[config.mk]
export PLATFORM = sky130hd
export DESIGN_NAME = flash_driver
export DESIGN_NICKNAME = d
export VERILOG_FILES = /design/src/logic/flash_pkg.sv /design/src/logic/flash_driver.sv /design/src/logic/flash_rx_deser.sv /design/src/logic/flash_cmd_seq.sv /design/src/logic/flash_tx_shifter.sv
export SDC_FILE = /design/constraint.sdc
export NUM_CORES = 1
export LEC_CHECK = 0
export BUFFER_PORTS_ARGS = -buffer_cell sky130_fd_sc_hd__buf_2
export CAP_MARGIN = 20
export CORE_UTILIZATION = 52
export DETAILED_ROUTE_END_ITERATION = 10
export HOLD_SLACK_MARGIN = 0.03
export PLACE_DENSITY = 0.74
export SLEW_MARGIN = 0
export SYNTH_ARGS = -nofsm -noshare
export SYNTH_HDL_FRONTEND = slang
export SYNTH_HIERARCHICAL = 1
export SYNTH_SLANG_ARGS = --single-unit
[constraint.sdc]
create_clock -name I_clk_25M -period 6.5 [get_ports I_clk_25M]
set_clock_uncertainty 0.15 [all_clocks]
set_input_delay 0 -clock I_clk_25M [delete_from_list [all_inputs] [get_ports I_clk_25M]]
set_output_delay 0 -clock I_clk_25M [all_outputs]
set_load 0.02 [all_outputs]
[src/logic/flash_pkg.sv]
`default_nettype none

package flash_pkg;

	////////////////////////////////////////
	// field widths
	////////////////////////////////////////
	localparam int ADDR_W   = 24;        // flash byte address
	localparam int STATUS_W = 16;        // status register pair
	localparam int BYTE_W   = 8;

	typedef logic [BYTE_W-1:0]   byte_t;
	typedef logic [ADDR_W-1:0]   addr_t;
	typedef logic [STATUS_W-1:0] status_t;

	////////////////////////////////////////
	// command kinds and FSM states
	////////////////////////////////////////
	typedef enum logic [2:0] {
		CMD_WREN  = 3'd0,                // write enable
		CMD_WRDI  = 3'd1,                // write disable
		CMD_RDSR  = 3'd2,                // read status, one byte back
		CMD_WRSR  = 3'd3,                // write status, 16 bits out
		CMD_SE    = 3'd4,                // sector erase
		CMD_PP    = 3'd5,                // page program, single line
		CMD_READ  = 3'd6                 // read data, single line
	} cmd_kind_e;

	typedef enum logic [2:0] {
		SEQ_IDLE,
		SEQ_SEND_CMD,
		SEQ_SEND_ADDR,
		SEQ_SEND_STATUS,
		SEQ_WRITE_DATA,
		SEQ_READ_WAIT,
		SEQ_FINISH
	} seq_state_e;

	typedef enum logic [1:0] {
		FIELD_CMD,
		FIELD_ADDR,
		FIELD_STATUS,
		FIELD_DATA
	} field_sel_e;

	// instruction code for each command kind
	function automatic byte_t instr_code(input cmd_kind_e kind);
		case (kind)
			CMD_WREN: return 8'h06;
			CMD_WRDI: return 8'h04;
			CMD_RDSR: return 8'h05;
			CMD_WRSR: return 8'h01;
			CMD_SE:   return 8'h20;
			CMD_PP:   return 8'h02;
			CMD_READ: return 8'h03;
			default:  return 8'h00;
		endcase
	endfunction

endpackage

`default_nettype wire
[src/logic/flash_driver.sv]
`default_nettype none

module flash_driver
	import flash_pkg::*;
#(
	parameter int READ_BYTES = 4,
	parameter int PROG_BYTES = 2
)(
	input  wire            I_clk_25M,
	input  wire            I_rst_n,
	input  wire            cmd_req,
	input  wire cmd_kind_e cmd_kind,
	input  wire addr_t     cmd_addr,
	input  wire status_t   status_wr,
	input  wire byte_t     prog_data,
	output logic           cmd_ack,
	output byte_t          read_data,
	output logic           read_valid,
	output logic           flash_sclk,
	output logic           flash_cs_n,
	output logic           flash_io0,
	input  wire            flash_io1
);

	localparam int RX_CNT_W = $clog2(READ_BYTES + 1);

	logic                sclk_en;
	logic                tx_load;
	logic                tx_shift;
	field_sel_e          tx_sel;
	logic                rx_run;
	logic [RX_CNT_W-1:0] rx_limit;
	logic                rx_done;

	// enable only changes while the clock is low
	assign flash_sclk = I_clk_25M & sclk_en;

	////////////////////////////////////////
	// frame control
	////////////////////////////////////////
	flash_cmd_seq #(
		.READ_BYTES (READ_BYTES),
		.PROG_BYTES (PROG_BYTES)
	) u_cmd_seq (
		.I_clk_25M  (I_clk_25M),
		.I_rst_n    (I_rst_n),
		.cmd_req    (cmd_req),
		.cmd_kind   (cmd_kind),
		.cmd_ack    (cmd_ack),
		.flash_cs_n (flash_cs_n),
		.sclk_en    (sclk_en),
		.tx_load    (tx_load),
		.tx_shift   (tx_shift),
		.tx_sel     (tx_sel),
		.rx_run     (rx_run),
		.rx_limit   (rx_limit),
		.rx_done    (rx_done)
	);

	flash_tx_shifter u_tx_shifter (
		.I_clk_25M (I_clk_25M),
		.I_rst_n   (I_rst_n),
		.tx_load   (tx_load),
		.tx_shift  (tx_shift),
		.tx_sel    (tx_sel),
		.cmd_kind  (cmd_kind),
		.cmd_addr  (cmd_addr),
		.status_wr (status_wr),
		.prog_data (prog_data),
		.flash_io0 (flash_io0)
	);

	flash_rx_deser #(
		.READ_BYTES (READ_BYTES)
	) u_rx_deser (
		.I_clk_25M  (I_clk_25M),
		.I_rst_n    (I_rst_n),
		.rx_run     (rx_run),
		.rx_limit   (rx_limit),
		.flash_io1  (flash_io1),
		.rx_done    (rx_done),
		.read_data  (read_data),
		.read_valid (read_valid)
	);

endmodule

`default_nettype wire

[src/logic/flash_rx_deser.sv]
`default_nettype none

module flash_rx_deser
	import flash_pkg::*;
#(
	parameter int READ_BYTES = 4,
	localparam int RX_CNT_W  = $clog2(READ_BYTES + 1)
)(
	input  wire                 I_clk_25M,
	input  wire                 I_rst_n,
	input  wire                 rx_run,
	input  wire [RX_CNT_W-1:0]  rx_limit,
	input  wire                 flash_io1,
	output logic                rx_done,
	output byte_t               read_data,
	output logic                read_valid
);

	logic [2:0]          bit_cnt;
	logic [RX_CNT_W-1:0] byte_cnt;
	logic [RX_CNT_W-1:0] byte_cnt_nxt;
	byte_t               shift_q;
	byte_t               byte_nxt;
	logic                byte_end;
	logic                sampling;

	assign byte_nxt     = {shift_q[BYTE_W-2:0], flash_io1};     // msb first
	assign byte_end     = (bit_cnt == 3'd7);
	assign byte_cnt_nxt = byte_cnt + 1'b1;
	assign sampling     = rx_run && !rx_done;

	////////////////////////////////////////
	// counters and strobes, rising edge
	////////////////////////////////////////
	always_ff @(posedge I_clk_25M)
	begin
		if (!I_rst_n)
		begin
			bit_cnt    <= '0;
			byte_cnt   <= '0;
			rx_done    <= 1'b0;
			read_valid <= 1'b0;
		end
		else
		begin
			read_valid <= 1'b0;                       // single-cycle pulse
			if (!rx_run)
			begin
				bit_cnt  <= '0;
				byte_cnt <= '0;
				rx_done  <= 1'b0;
			end
			else if (sampling)
			begin
				bit_cnt <= bit_cnt + 1'b1;
				if (byte_end)
				begin
					read_valid <= 1'b1;
					byte_cnt   <= byte_cnt_nxt;
					if (byte_cnt_nxt == rx_limit)
						rx_done <= 1'b1;              // stays up until rx_run falls
				end
			end
		end
	end

	always_ff @(posedge I_clk_25M)
	begin
		if (sampling)
		begin
			shift_q <= byte_nxt;
			if (byte_end)
				read_data <= byte_nxt;
		end
	end

endmodule

`default_nettype wire

[src/logic/flash_cmd_seq.sv]
`default_nettype none

module flash_cmd_seq
	import flash_pkg::*;
#(
	parameter int READ_BYTES = 4,
	parameter int PROG_BYTES = 2,
	localparam int RX_CNT_W  = $clog2(READ_BYTES + 1)
)(
	input  wire                 I_clk_25M,
	input  wire                 I_rst_n,
	input  wire                 cmd_req,
	input  wire cmd_kind_e      cmd_kind,
	output logic                cmd_ack,
	output logic                flash_cs_n,
	output logic                sclk_en,
	output logic                tx_load,
	output logic                tx_shift,
	output field_sel_e          tx_sel,
	output logic                rx_run,
	output logic [RX_CNT_W-1:0] rx_limit,
	input  wire                 rx_done
);

	localparam int BIT_CNT_W  = $clog2(ADDR_W);
	localparam int PROG_CNT_W = $clog2(PROG_BYTES + 1);

	seq_state_e            state;
	cmd_kind_e             kind_q;
	logic [BIT_CNT_W-1:0]  bit_cnt;                 // bits left in the field
	logic [PROG_CNT_W-1:0] byte_cnt;                // program bytes sent
	logic                  phase_end;
	logic                  last_prog;

	assign phase_end = (bit_cnt == '0);
	assign last_prog = (byte_cnt == PROG_CNT_W'(PROG_BYTES - 1));

	////////////////////////////////////////
	// shifter strobes
	////////////////////////////////////////
	always_comb
	begin
		tx_load  = 1'b0;
		tx_shift = 1'b0;
		tx_sel   = FIELD_CMD;
		case (state)
			SEQ_IDLE:
				tx_load = cmd_req;                  // opcode goes out first
			SEQ_SEND_CMD:
			begin
				if (!phase_end)
					tx_shift = 1'b1;
				else if (kind_q == CMD_WRSR)
				begin
					tx_load = 1'b1;
					tx_sel  = FIELD_STATUS;
				end
				else if (kind_q == CMD_SE || kind_q == CMD_PP || kind_q == CMD_READ)
				begin
					tx_load = 1'b1;
					tx_sel  = FIELD_ADDR;
				end
			end
			SEQ_SEND_ADDR:
			begin
				if (!phase_end)
					tx_shift = 1'b1;
				else if (kind_q == CMD_PP)
				begin
					tx_load = 1'b1;
					tx_sel  = FIELD_DATA;
				end
			end
			SEQ_SEND_STATUS:
				tx_shift = !phase_end;
			SEQ_WRITE_DATA:
			begin
				if (!phase_end)
					tx_shift = 1'b1;
				else if (!last_prog)
				begin
					tx_load = 1'b1;
					tx_sel  = FIELD_DATA;       // same byte again
				end
			end
			default:
				tx_load = 1'b0;
		endcase
	end

	////////////////////////////////////////
	// frame FSM, falling edge
	////////////////////////////////////////
	always_ff @(negedge I_clk_25M)
	begin
		if (!I_rst_n)
		begin
			state      <= SEQ_IDLE;
			kind_q     <= CMD_WREN;
			bit_cnt    <= '0;
			byte_cnt   <= '0;
			flash_cs_n <= 1'b1;
			sclk_en    <= 1'b0;
			cmd_ack    <= 1'b0;
			rx_run     <= 1'b0;
			rx_limit   <= '0;
		end
		else
		begin
			case (state)
				SEQ_IDLE:
				begin
					if (cmd_req)
					begin
						kind_q     <= cmd_kind;
						state      <= SEQ_SEND_CMD;
						bit_cnt    <= BIT_CNT_W'(BYTE_W - 1);
						flash_cs_n <= 1'b0;
						sclk_en    <= 1'b1;
					end
				end
				SEQ_SEND_CMD:
				begin
					if (!phase_end)
						bit_cnt <= bit_cnt - 1'b1;
					else if (kind_q == CMD_WRSR)
					begin
						state   <= SEQ_SEND_STATUS;
						bit_cnt <= BIT_CNT_W'(STATUS_W - 1);
					end
					else if (kind_q == CMD_SE || kind_q == CMD_PP || kind_q == CMD_READ)
					begin
						state   <= SEQ_SEND_ADDR;
						bit_cnt <= BIT_CNT_W'(ADDR_W - 1);
					end
					else if (kind_q == CMD_RDSR)
					begin
						state    <= SEQ_READ_WAIT;
						rx_run   <= 1'b1;
						rx_limit <= RX_CNT_W'(1);       // one status byte
					end
					else
					begin
						state      <= SEQ_FINISH;       // opcode-only frame
						flash_cs_n <= 1'b1;
						sclk_en    <= 1'b0;
					end
				end
				SEQ_SEND_ADDR:
				begin
					if (!phase_end)
						bit_cnt <= bit_cnt - 1'b1;
					else if (kind_q == CMD_PP)
					begin
						state    <= SEQ_WRITE_DATA;
						bit_cnt  <= BIT_CNT_W'(BYTE_W - 1);
						byte_cnt <= '0;
					end
					else if (kind_q == CMD_READ)
					begin
						state    <= SEQ_READ_WAIT;
						rx_run   <= 1'b1;
						rx_limit <= RX_CNT_W'(READ_BYTES);
					end
					else
					begin
						state      <= SEQ_FINISH;       // sector erase ends here
						flash_cs_n <= 1'b1;
						sclk_en    <= 1'b0;
					end
				end
				SEQ_SEND_STATUS:
				begin
					if (!phase_end)
						bit_cnt <= bit_cnt - 1'b1;
					else
					begin
						state      <= SEQ_FINISH;
						flash_cs_n <= 1'b1;
						sclk_en    <= 1'b0;
					end
				end
				SEQ_WRITE_DATA:
				begin
					if (!phase_end)
						bit_cnt <= bit_cnt - 1'b1;
					else if (!last_prog)
					begin
						bit_cnt  <= BIT_CNT_W'(BYTE_W - 1);
						byte_cnt <= byte_cnt + 1'b1;
					end
					else
					begin
						state      <= SEQ_FINISH;
						flash_cs_n <= 1'b1;
						sclk_en    <= 1'b0;
					end
				end
				SEQ_READ_WAIT:
				begin
					if (rx_done)                        // last byte is in
					begin
						state      <= SEQ_FINISH;
						rx_run     <= 1'b0;
						flash_cs_n <= 1'b1;
						sclk_en    <= 1'b0;
					end
				end
				SEQ_FINISH:
				begin
					if (cmd_req)
						cmd_ack <= 1'b1;                // hold until req drops
					else
					begin
						cmd_ack <= 1'b0;
						state   <= SEQ_IDLE;
					end
				end
				default:
					state <= SEQ_IDLE;
			endcase
		end
	end

endmodule

`default_nettype wire

[src/logic/flash_tx_shifter.sv]
`default_nettype none

module flash_tx_shifter
	import flash_pkg::*;
(
	input  wire             I_clk_25M,
	input  wire             I_rst_n,
	input  wire             tx_load,
	input  wire             tx_shift,
	input  wire field_sel_e tx_sel,
	input  wire cmd_kind_e  cmd_kind,
	input  wire addr_t      cmd_addr,
	input  wire status_t    status_wr,
	input  wire byte_t      prog_data,
	output logic            flash_io0
);

	addr_t   shift_q;                    // msb drives io0
	addr_t   addr_q;
	status_t status_q;
	addr_t   load_val;

	// every field sits left-aligned in the 24-bit register
	always_comb
	begin
		case (tx_sel)
			FIELD_CMD:    load_val = {instr_code(cmd_kind), {(ADDR_W-BYTE_W){1'b0}}};
			FIELD_ADDR:   load_val = addr_q;
			FIELD_STATUS: load_val = {status_q, {(ADDR_W-STATUS_W){1'b0}}};
			default:      load_val = {prog_data, {(ADDR_W-BYTE_W){1'b0}}};
		endcase
	end

	// address and status are captured with the opcode load
	always_ff @(negedge I_clk_25M)
	begin
		if (tx_load && tx_sel == FIELD_CMD)
		begin
			addr_q   <= cmd_addr;
			status_q <= status_wr;
		end
	end

	always_ff @(negedge I_clk_25M)
	begin
		if (!I_rst_n)
			shift_q <= '0;
		else if (tx_load)
			shift_q <= load_val;
		else if (tx_shift)
			shift_q <= shift_q << 1;                // next bit to the top
		else
			shift_q <= '0;                          // io0 rests low
	end

	assign flash_io0 = shift_q[ADDR_W-1];

endmodule

`default_nettype wire

==> impl_metrics.ini, run 1 <==
[synth]
syn-instance-count = 404
synth_compound_area_frac = 0.149
synth_top_area_frac = 0.358
synthMuxAreaShare = 0.0317
synth_seq_cells = 106
ys_types = 71
synth_edf_count = 55
synth_adder_area_share = 0.0157
yosys_warnings = 6
synth_ff_type = edfxtp_1
yosys.area_share.xor_xnor = 0.0190
synth_top_family_by_area = simple AND/OR/NAND/NOR gates
syn-num-nets = 464
synth_simple_gate_area_frac = 0.162
yosysTopAreaCell = edfxtp_1
synthArstFlopShare = 0
synth.area.top_cells = edfxtp_1 36%, dfxtp_1 22%, and3b_1 3.4%
seq_area_frac_synth = 0.579
synth_area_mm2 = 0.00461
syn_avg_cell_area_um2 = 11.4

[cells_and_area]
nFillCells = 717
regArea_mm2 = 0.00267
drive_above_1_share = 0.209
diodes = 0
stdcell_count = 658
nets = 605
areaGrowthSynthToFinish_pct = 21.0
multi_input_area_mm2 = 0.00176

[sta]
worstMarginPinSlew_ns = 1.02
rsz0062_at_grt = no
hold_violations = 0
tns_ns = 0
setup_viol = 0
slew_headroom = 0.310
maxSlewViolCount = 0

[cts]
ctsResizeCount = 0
cts.clk_slew.worst_paths_ns = 0.13
clk_latency_ns = 0.52
tritoncts = yes

[drt]
wl_per_cell_um = 13.3
antenna_left = 0
dr.pass1.iters = 4
vias = 3518
wl_mm = 8.73
drc = 0
drt-initial-drc-count = 148
viasPerCell = 5.35

[hold_path]
min_path_type = input port to flop

[global_routing]
antenna_found_initial = 0
grt_max_degree = 41
grt_usage = 0.205
grt_pass1_wl_mm = 14.5
first_global_vias = 3489
grt.overflow.total = 0

[critical_path]
cp-end-kind = flop
crit_type = flop to flop
worst-path-max-fanout = 16
crit_path_cell_trace = o22a_1 -> o21ai_0 -> nor2_1 -> or2_2 -> nor2b_1 -> buf_4 -> nand2_1 -> a21oi_1
cp-start-kind = flop
slowest_stage = dfxtp_1
required_ns = 3.56
crit_family = simple AND/OR/NAND/NOR gates
crit_buf_inv = 1
cp.arrival_ns = 2.87
critical-path-max-stage-delay_ns = 0.44

[power_and_ir_drop]
ir_drop_mv = 0.289
power_density_mw_per_mm2 = 426
leakage_nw = 2.44

[floorplan]
fp.dieArea_mm2 = 0.00925
die_x_um = 96.2
fp.dieH_um = 96.2
initial_utilization = 0.534
core.rowCount = 34
io_pins = 68
core_area_mm2 = 0.00864

[place]
routabilityCongestion = 0.834
place_inst = 556
io_buffer_count = 67
hpwl_mm = 5.71

[run_status]
outcome = finished clean

[flow_run]
maxCapViolations = 0
==> final timing paths <==
path	start	endpoint	slack, ns	depth (start not counted)
worst max-delay path	u_rx_deser/rx_done	u_tx_shifter/shift_q[8]	0.69	8
worst min-delay path	flash_io1	u_rx_deser/shift_q[0]	0.1	2
worst max register to register	u_rx_deser/rx_done	u_tx_shifter/shift_q[8]	0.69	8
worst min register to register	u_tx_shifter/shift_q[14]	u_tx_shifter/shift_q[15]	0.29	2
==> synth_stat cells (all sizes together), types with 2 or more instances <==
cell,n
or2,2
a2bb2oi,4
dfxtp,51
and2b,2
nand2b,4
mux2,5
nand3,6
edfxtp,55
nor2,25
and3b,18
nor3,4
a211oi,6
o21a,3
nor2b,5
or4,3
a22oi,6
mux2i,9
buf,15
and2,4
nand3b,6
and3,4
a21oi,29
nor3b,3
ha,5
o32ai,2
nand2,26
o21ai,28
inv,12
o221a,2
nor4b,2
clkbuf,13
xnor2,5
a221oi,2
a32oi,7
nor4,2
or4b,2
a31oi,3
xor2,5
o31ai,2
==> state kept, by name, indices dropped and copies added (netlist names), 2 cells and up <==
name,cells
u_tx_shifter/status_q,16
u_rx_deser/bit_cnt,3
u_rx_deser/byte_cnt,3
u_cmd_seq/bit_cnt,5
u_rx_deser/read_data,8
u_cmd_seq/state,3
u_tx_shifter/addr_q,24
u_cmd_seq/rx_limit,2
u_tx_shifter/shift_q,24
u_cmd_seq/kind_q,3
u_rx_deser/shift_q,7
u_cmd_seq/byte_cnt,2
==> report_power, final <==
| group | internal (W) | switching [W] |
|---|---|---|
| clock network | 0.000275 | 0.000417 |
| registers | 0.000947 | 0.000114 |
| logic | 0.000248 | 0.000375 |
| total | 0.00147 | 0.000906 |
==> worst reg2reg max path: cells and delay by family, from the launching register on <==
| kind | cells | cell delay [ns] |
|---|---|---|
| AND/OR/NAND/NOR | 4 | 1.05 |
| AO/OA/AOI/OAI | 3 | 0.63 |
| flip-flops | 1 | 0.44 |
| buffers and inverters | 1 | 0.28 |
==> timing repair <==
item	4_1_cts	5_1_grt
setup buffers	0	0
endpoints found under the hold margin	9	0
hold buffers	2	0
==> layout make-up <==
class	count	area share
Sequential cell	106	0.479
Multi-Input combinational cell	258	0.315
Clock inverter	90	0.0735
Timing Repair Buffer	73	0.0717
Clock buffer	13	0.0305
Tap cell	108	0.0242
Inverter	10	0.00672
==> through the flow <==
stage          setup WS [ns]  area (um2)  utilization  total power [W]  hold WS, ns
3_5_place_dp           0.699        4990        0.578          0.00178       0.0445
4_1_cts                0.686        5580        0.646          0.00241       0.0868
3_3_place_gp           0.800        4990        0.578          0.00176       0.0467
6_report               0.691        5580        0.646          0.00238       0.0978
5_1_grt                0.559        5580        0.646          0.00256       0.0819
2_1_floorplan          0.178        4610            -          0.00161      -0.0511
==> cells in the final DEF (no fill, tap or decap), types with 5 or more instances in the layout <==
cell      Yosys  final
and3b_1      18     18
xor2_1        5      5
nand2_1      26     26
inv_1        12     93
nand3_1       6      6
a22oi_1       6      6
nand3b_1      6      6
a211oi_1      5      5
xnor2_1       5      5
mux2_2        5      5
mux2i_1       9      9
buf_2         7     67
nor2_1       24     24
a21oi_1      28     26
a32oi_1       7      7
edfxtp_1     55     55
o21ai_0      25     25
dfxtp_1      51     51
ha_1          5      5
clkbuf_8      0     12
==> logic make-up after synthesis <==
kind of cell	after synthesis
and+or+nand+nor	122
DFF	106
AOI/OAI and AO/OA	105
buffers and inverters	40
muxes	14
xor gates and xnor gates	10
adders and majority gates	6
other	1
==> per-layer routing <==
layer | share of wire | global-route usage | vias to the layer above | routed length (um)
met1 | 0.45 | 0.231 | 1633 | 3940
met2 | 0.49 | 0.338 | 98 | 4320
met5 | 0 | 0 | - | 0
li1 | - | - | 1778 | -
met4 | 0.0037 | 0.106 | 0 | 32
met3 | 0.051 | 0.0774 | 9 | 442
No activity file was read; power rests on OpenSTA's default activity.
==> run 2, diff against run 1 <==
- CORE_UTILIZATION: 52 -> 50
- PLACE_DENSITY: 0.74 -> 0.71
==> impl_metrics.ini, run 2 (synthesis gave the netlist of run 1 again) <==
[cts]
tritoncts = yes
clk_latency_ns = 0.52
cts.clk_slew.worst_paths_ns = 0.11

[cells_and_area]
nets = 605
diodes = 0
areaGrowthSynthToFinish_pct = 20.3
reg_top3 = u_tx_shifter/addr_q: 24 flops, u_tx_shifter/shift_q: 24 flops, u_tx_shifter/status_q: 16 flops
drive_above_1_share = 0.208
final_common_cell = inv_1
final_cell_mix = 93 x inv_1, 67 x buf_2, 55 x edfxtp_1
stdcell_count = 657

[floorplan]
initial_utilization = 0.521
fp.dieH_um = 98.1
die_x_um = 98.1
core.rowCount = 34
io_pins = 68
core_area_mm2 = 0.00885
fp.dieArea_mm2 = 0.00962

[drt]
dr.pass1.iters = 8
drt-initial-drc-count = 141
antenna_left = 0
wl_per_cell_um = 13.4
drc = 5
viasPerCell = 5.42
wl_mm = 8.81
vias = 3558

[critical_path]
slowest_stage = dfxtp_1
reg2reg_slack_ns = 0.50
r2r_start = u_rx_deser/rx_done
path_common_cell = buf_4
required_ns = 3.48
cp.arrival_ns = 2.98
cp-start-kind = flop
r2r_end = u_tx_shifter/shift_q[17]
crit_type = flop to flop
cp-end-kind = flop
crit_path_cell_trace = o22a_1 -> o21ai_0 -> nor2_1 -> or2_2 -> buf_4 -> nor2b_1 -> buf_4 -> a221oi_1 -> a311oi_1
worst-path-max-fanout = 26
critical-path-max-stage-delay_ns = 0.59
r2r_cells = 9

[global_routing]
grt_usage = 0.198
grt.overflow.total = 0
antenna_found_initial = 0
grt_pass1_wl_mm = 15.2
first_global_vias = 3527
grt_max_degree = 41

[power_and_ir_drop]
leakage_nw = 2.42
power_density_mw_per_mm2 = 417
p_int_w = 0.00144
clockPowerShare = 0.278
ir_drop_mv = 0.209
p_switching_w = 0.000872
pwr-share-seq = 0.461
comb_power_share = 0.262
swShare = 0.377

[sta]
hold_violations = 0
slew_headroom = 0.325
timing.final.ws_setup_ns = 0.496
rsz0062_at_grt = no
maxSlewViolCount = 0
setup_viol = 0
worstMarginPinSlew_ns = 0.998
tns_ns = 0

[hold_path]
hold_end = u_rx_deser/shift_q[0]
min_path_type = input port to flop
hold_depth = 2
hold_start = flash_io1

[run_status]
violations = DRC
outcome = complete, but fails checks

[place]
routabilityCongestion = 0.816
io_buffer_count = 67
place_inst = 555
hpwl_mm = 5.70
dpl_worst_slack_ns = 0.473

[flow_run]
maxCapViolations = 0
[run 2: cell count changes in the layout (fill, tap and decap cells not counted), sizes merged]
cell	before	now
clkinv	1	2
inv	99	96
clkinvlp	0	1
[run 2: power by group through the flow]
stage / clock (W) / sequential, W / combinational [W]
finish: 0.000643 / 0.00107 / 0.000606
global route: 0.000745 / 0.00109 / 0.000679
CTS: 0.000679 / 0.00107 / 0.000610
detailed placement: 0.0000870 / 0.00108 / 0.000604
global placement: 0.0000870 / 0.00107 / 0.000587
floorplan: 0.0000847 / 0.00101 / 0.000513
[run 2: layout make-up]
cell class	count	area [um2]
timing repair buffer	73	395
fill	739	3300
clock buffer	13	170
tap	108	135
clock inverter	89	385
inverter	10	37.5
sequential	106	2670
multi-input combinational	258	1760
[run 2: worst max-delay path, delay by kind of cell (launching register included)]
| family | cells | cell delay, ns |
|---|---|---|
| buffers and inverters | 2 | 0.45 |
| DFF | 1 | 0.59 |
| and+or+nand+nor | 3 | 0.77 |
| AOI/OAI and AO/OA | 4 | 0.70 |
[run 2: worst max-delay path by stage]
stage / from / slack (ns) / depth (start not counted) / to
2_1_floorplan: u_rx_deser/rx_done / 0.18 / 7 / u_tx_shifter/addr_q[0]
3_3_place_gp: u_rx_deser/rx_done / 0.58 / 9 / u_tx_shifter/shift_q[17]
3_5_place_dp: u_rx_deser/rx_done / 0.47 / 9 / u_tx_shifter/shift_q[17]
4_1_cts: u_rx_deser/rx_done / 0.49 / 9 / u_tx_shifter/shift_q[17]
5_1_grt: u_rx_deser/rx_done / 0.26 / 9 / u_tx_shifter/shift_q[17]
6_report: u_rx_deser/rx_done / 0.50 / 9 / u_tx_shifter/shift_q[17]
[run 2: routing by layer]
metal / GRT usage / vias to the layer above / share of wire
met4: 0.0979 / 0 / 0.013
met1: 0.235 / 1643 / 0.45
met5: 0 / - / 0
li1: - / 1779 / -
met3: 0.0716 / 15 / 0.057
met2: 0.317 / 121 / 0.48
[run 2: stage by stage]
stage	cell area, um2	total power (W)	util	hold WS [ns]
4_1_cts	5540	0.00236	0.626	0.106
6_report	5550	0.00232	0.628	0.129
2_1_floorplan	4610	0.00161	-	-0.0511
3_5_place_dp	4970	0.00177	0.562	0.0460
3_3_place_gp	4970	0.00174	0.562	0.0451
5_1_grt	5550	0.00251	0.628	0.0975
[run 2: what timing repair did]
item,CTS,global route
hold buffers,2,0
resized for setup,0,0
setup buffers,0,0
hold endpoints to repair,9,0
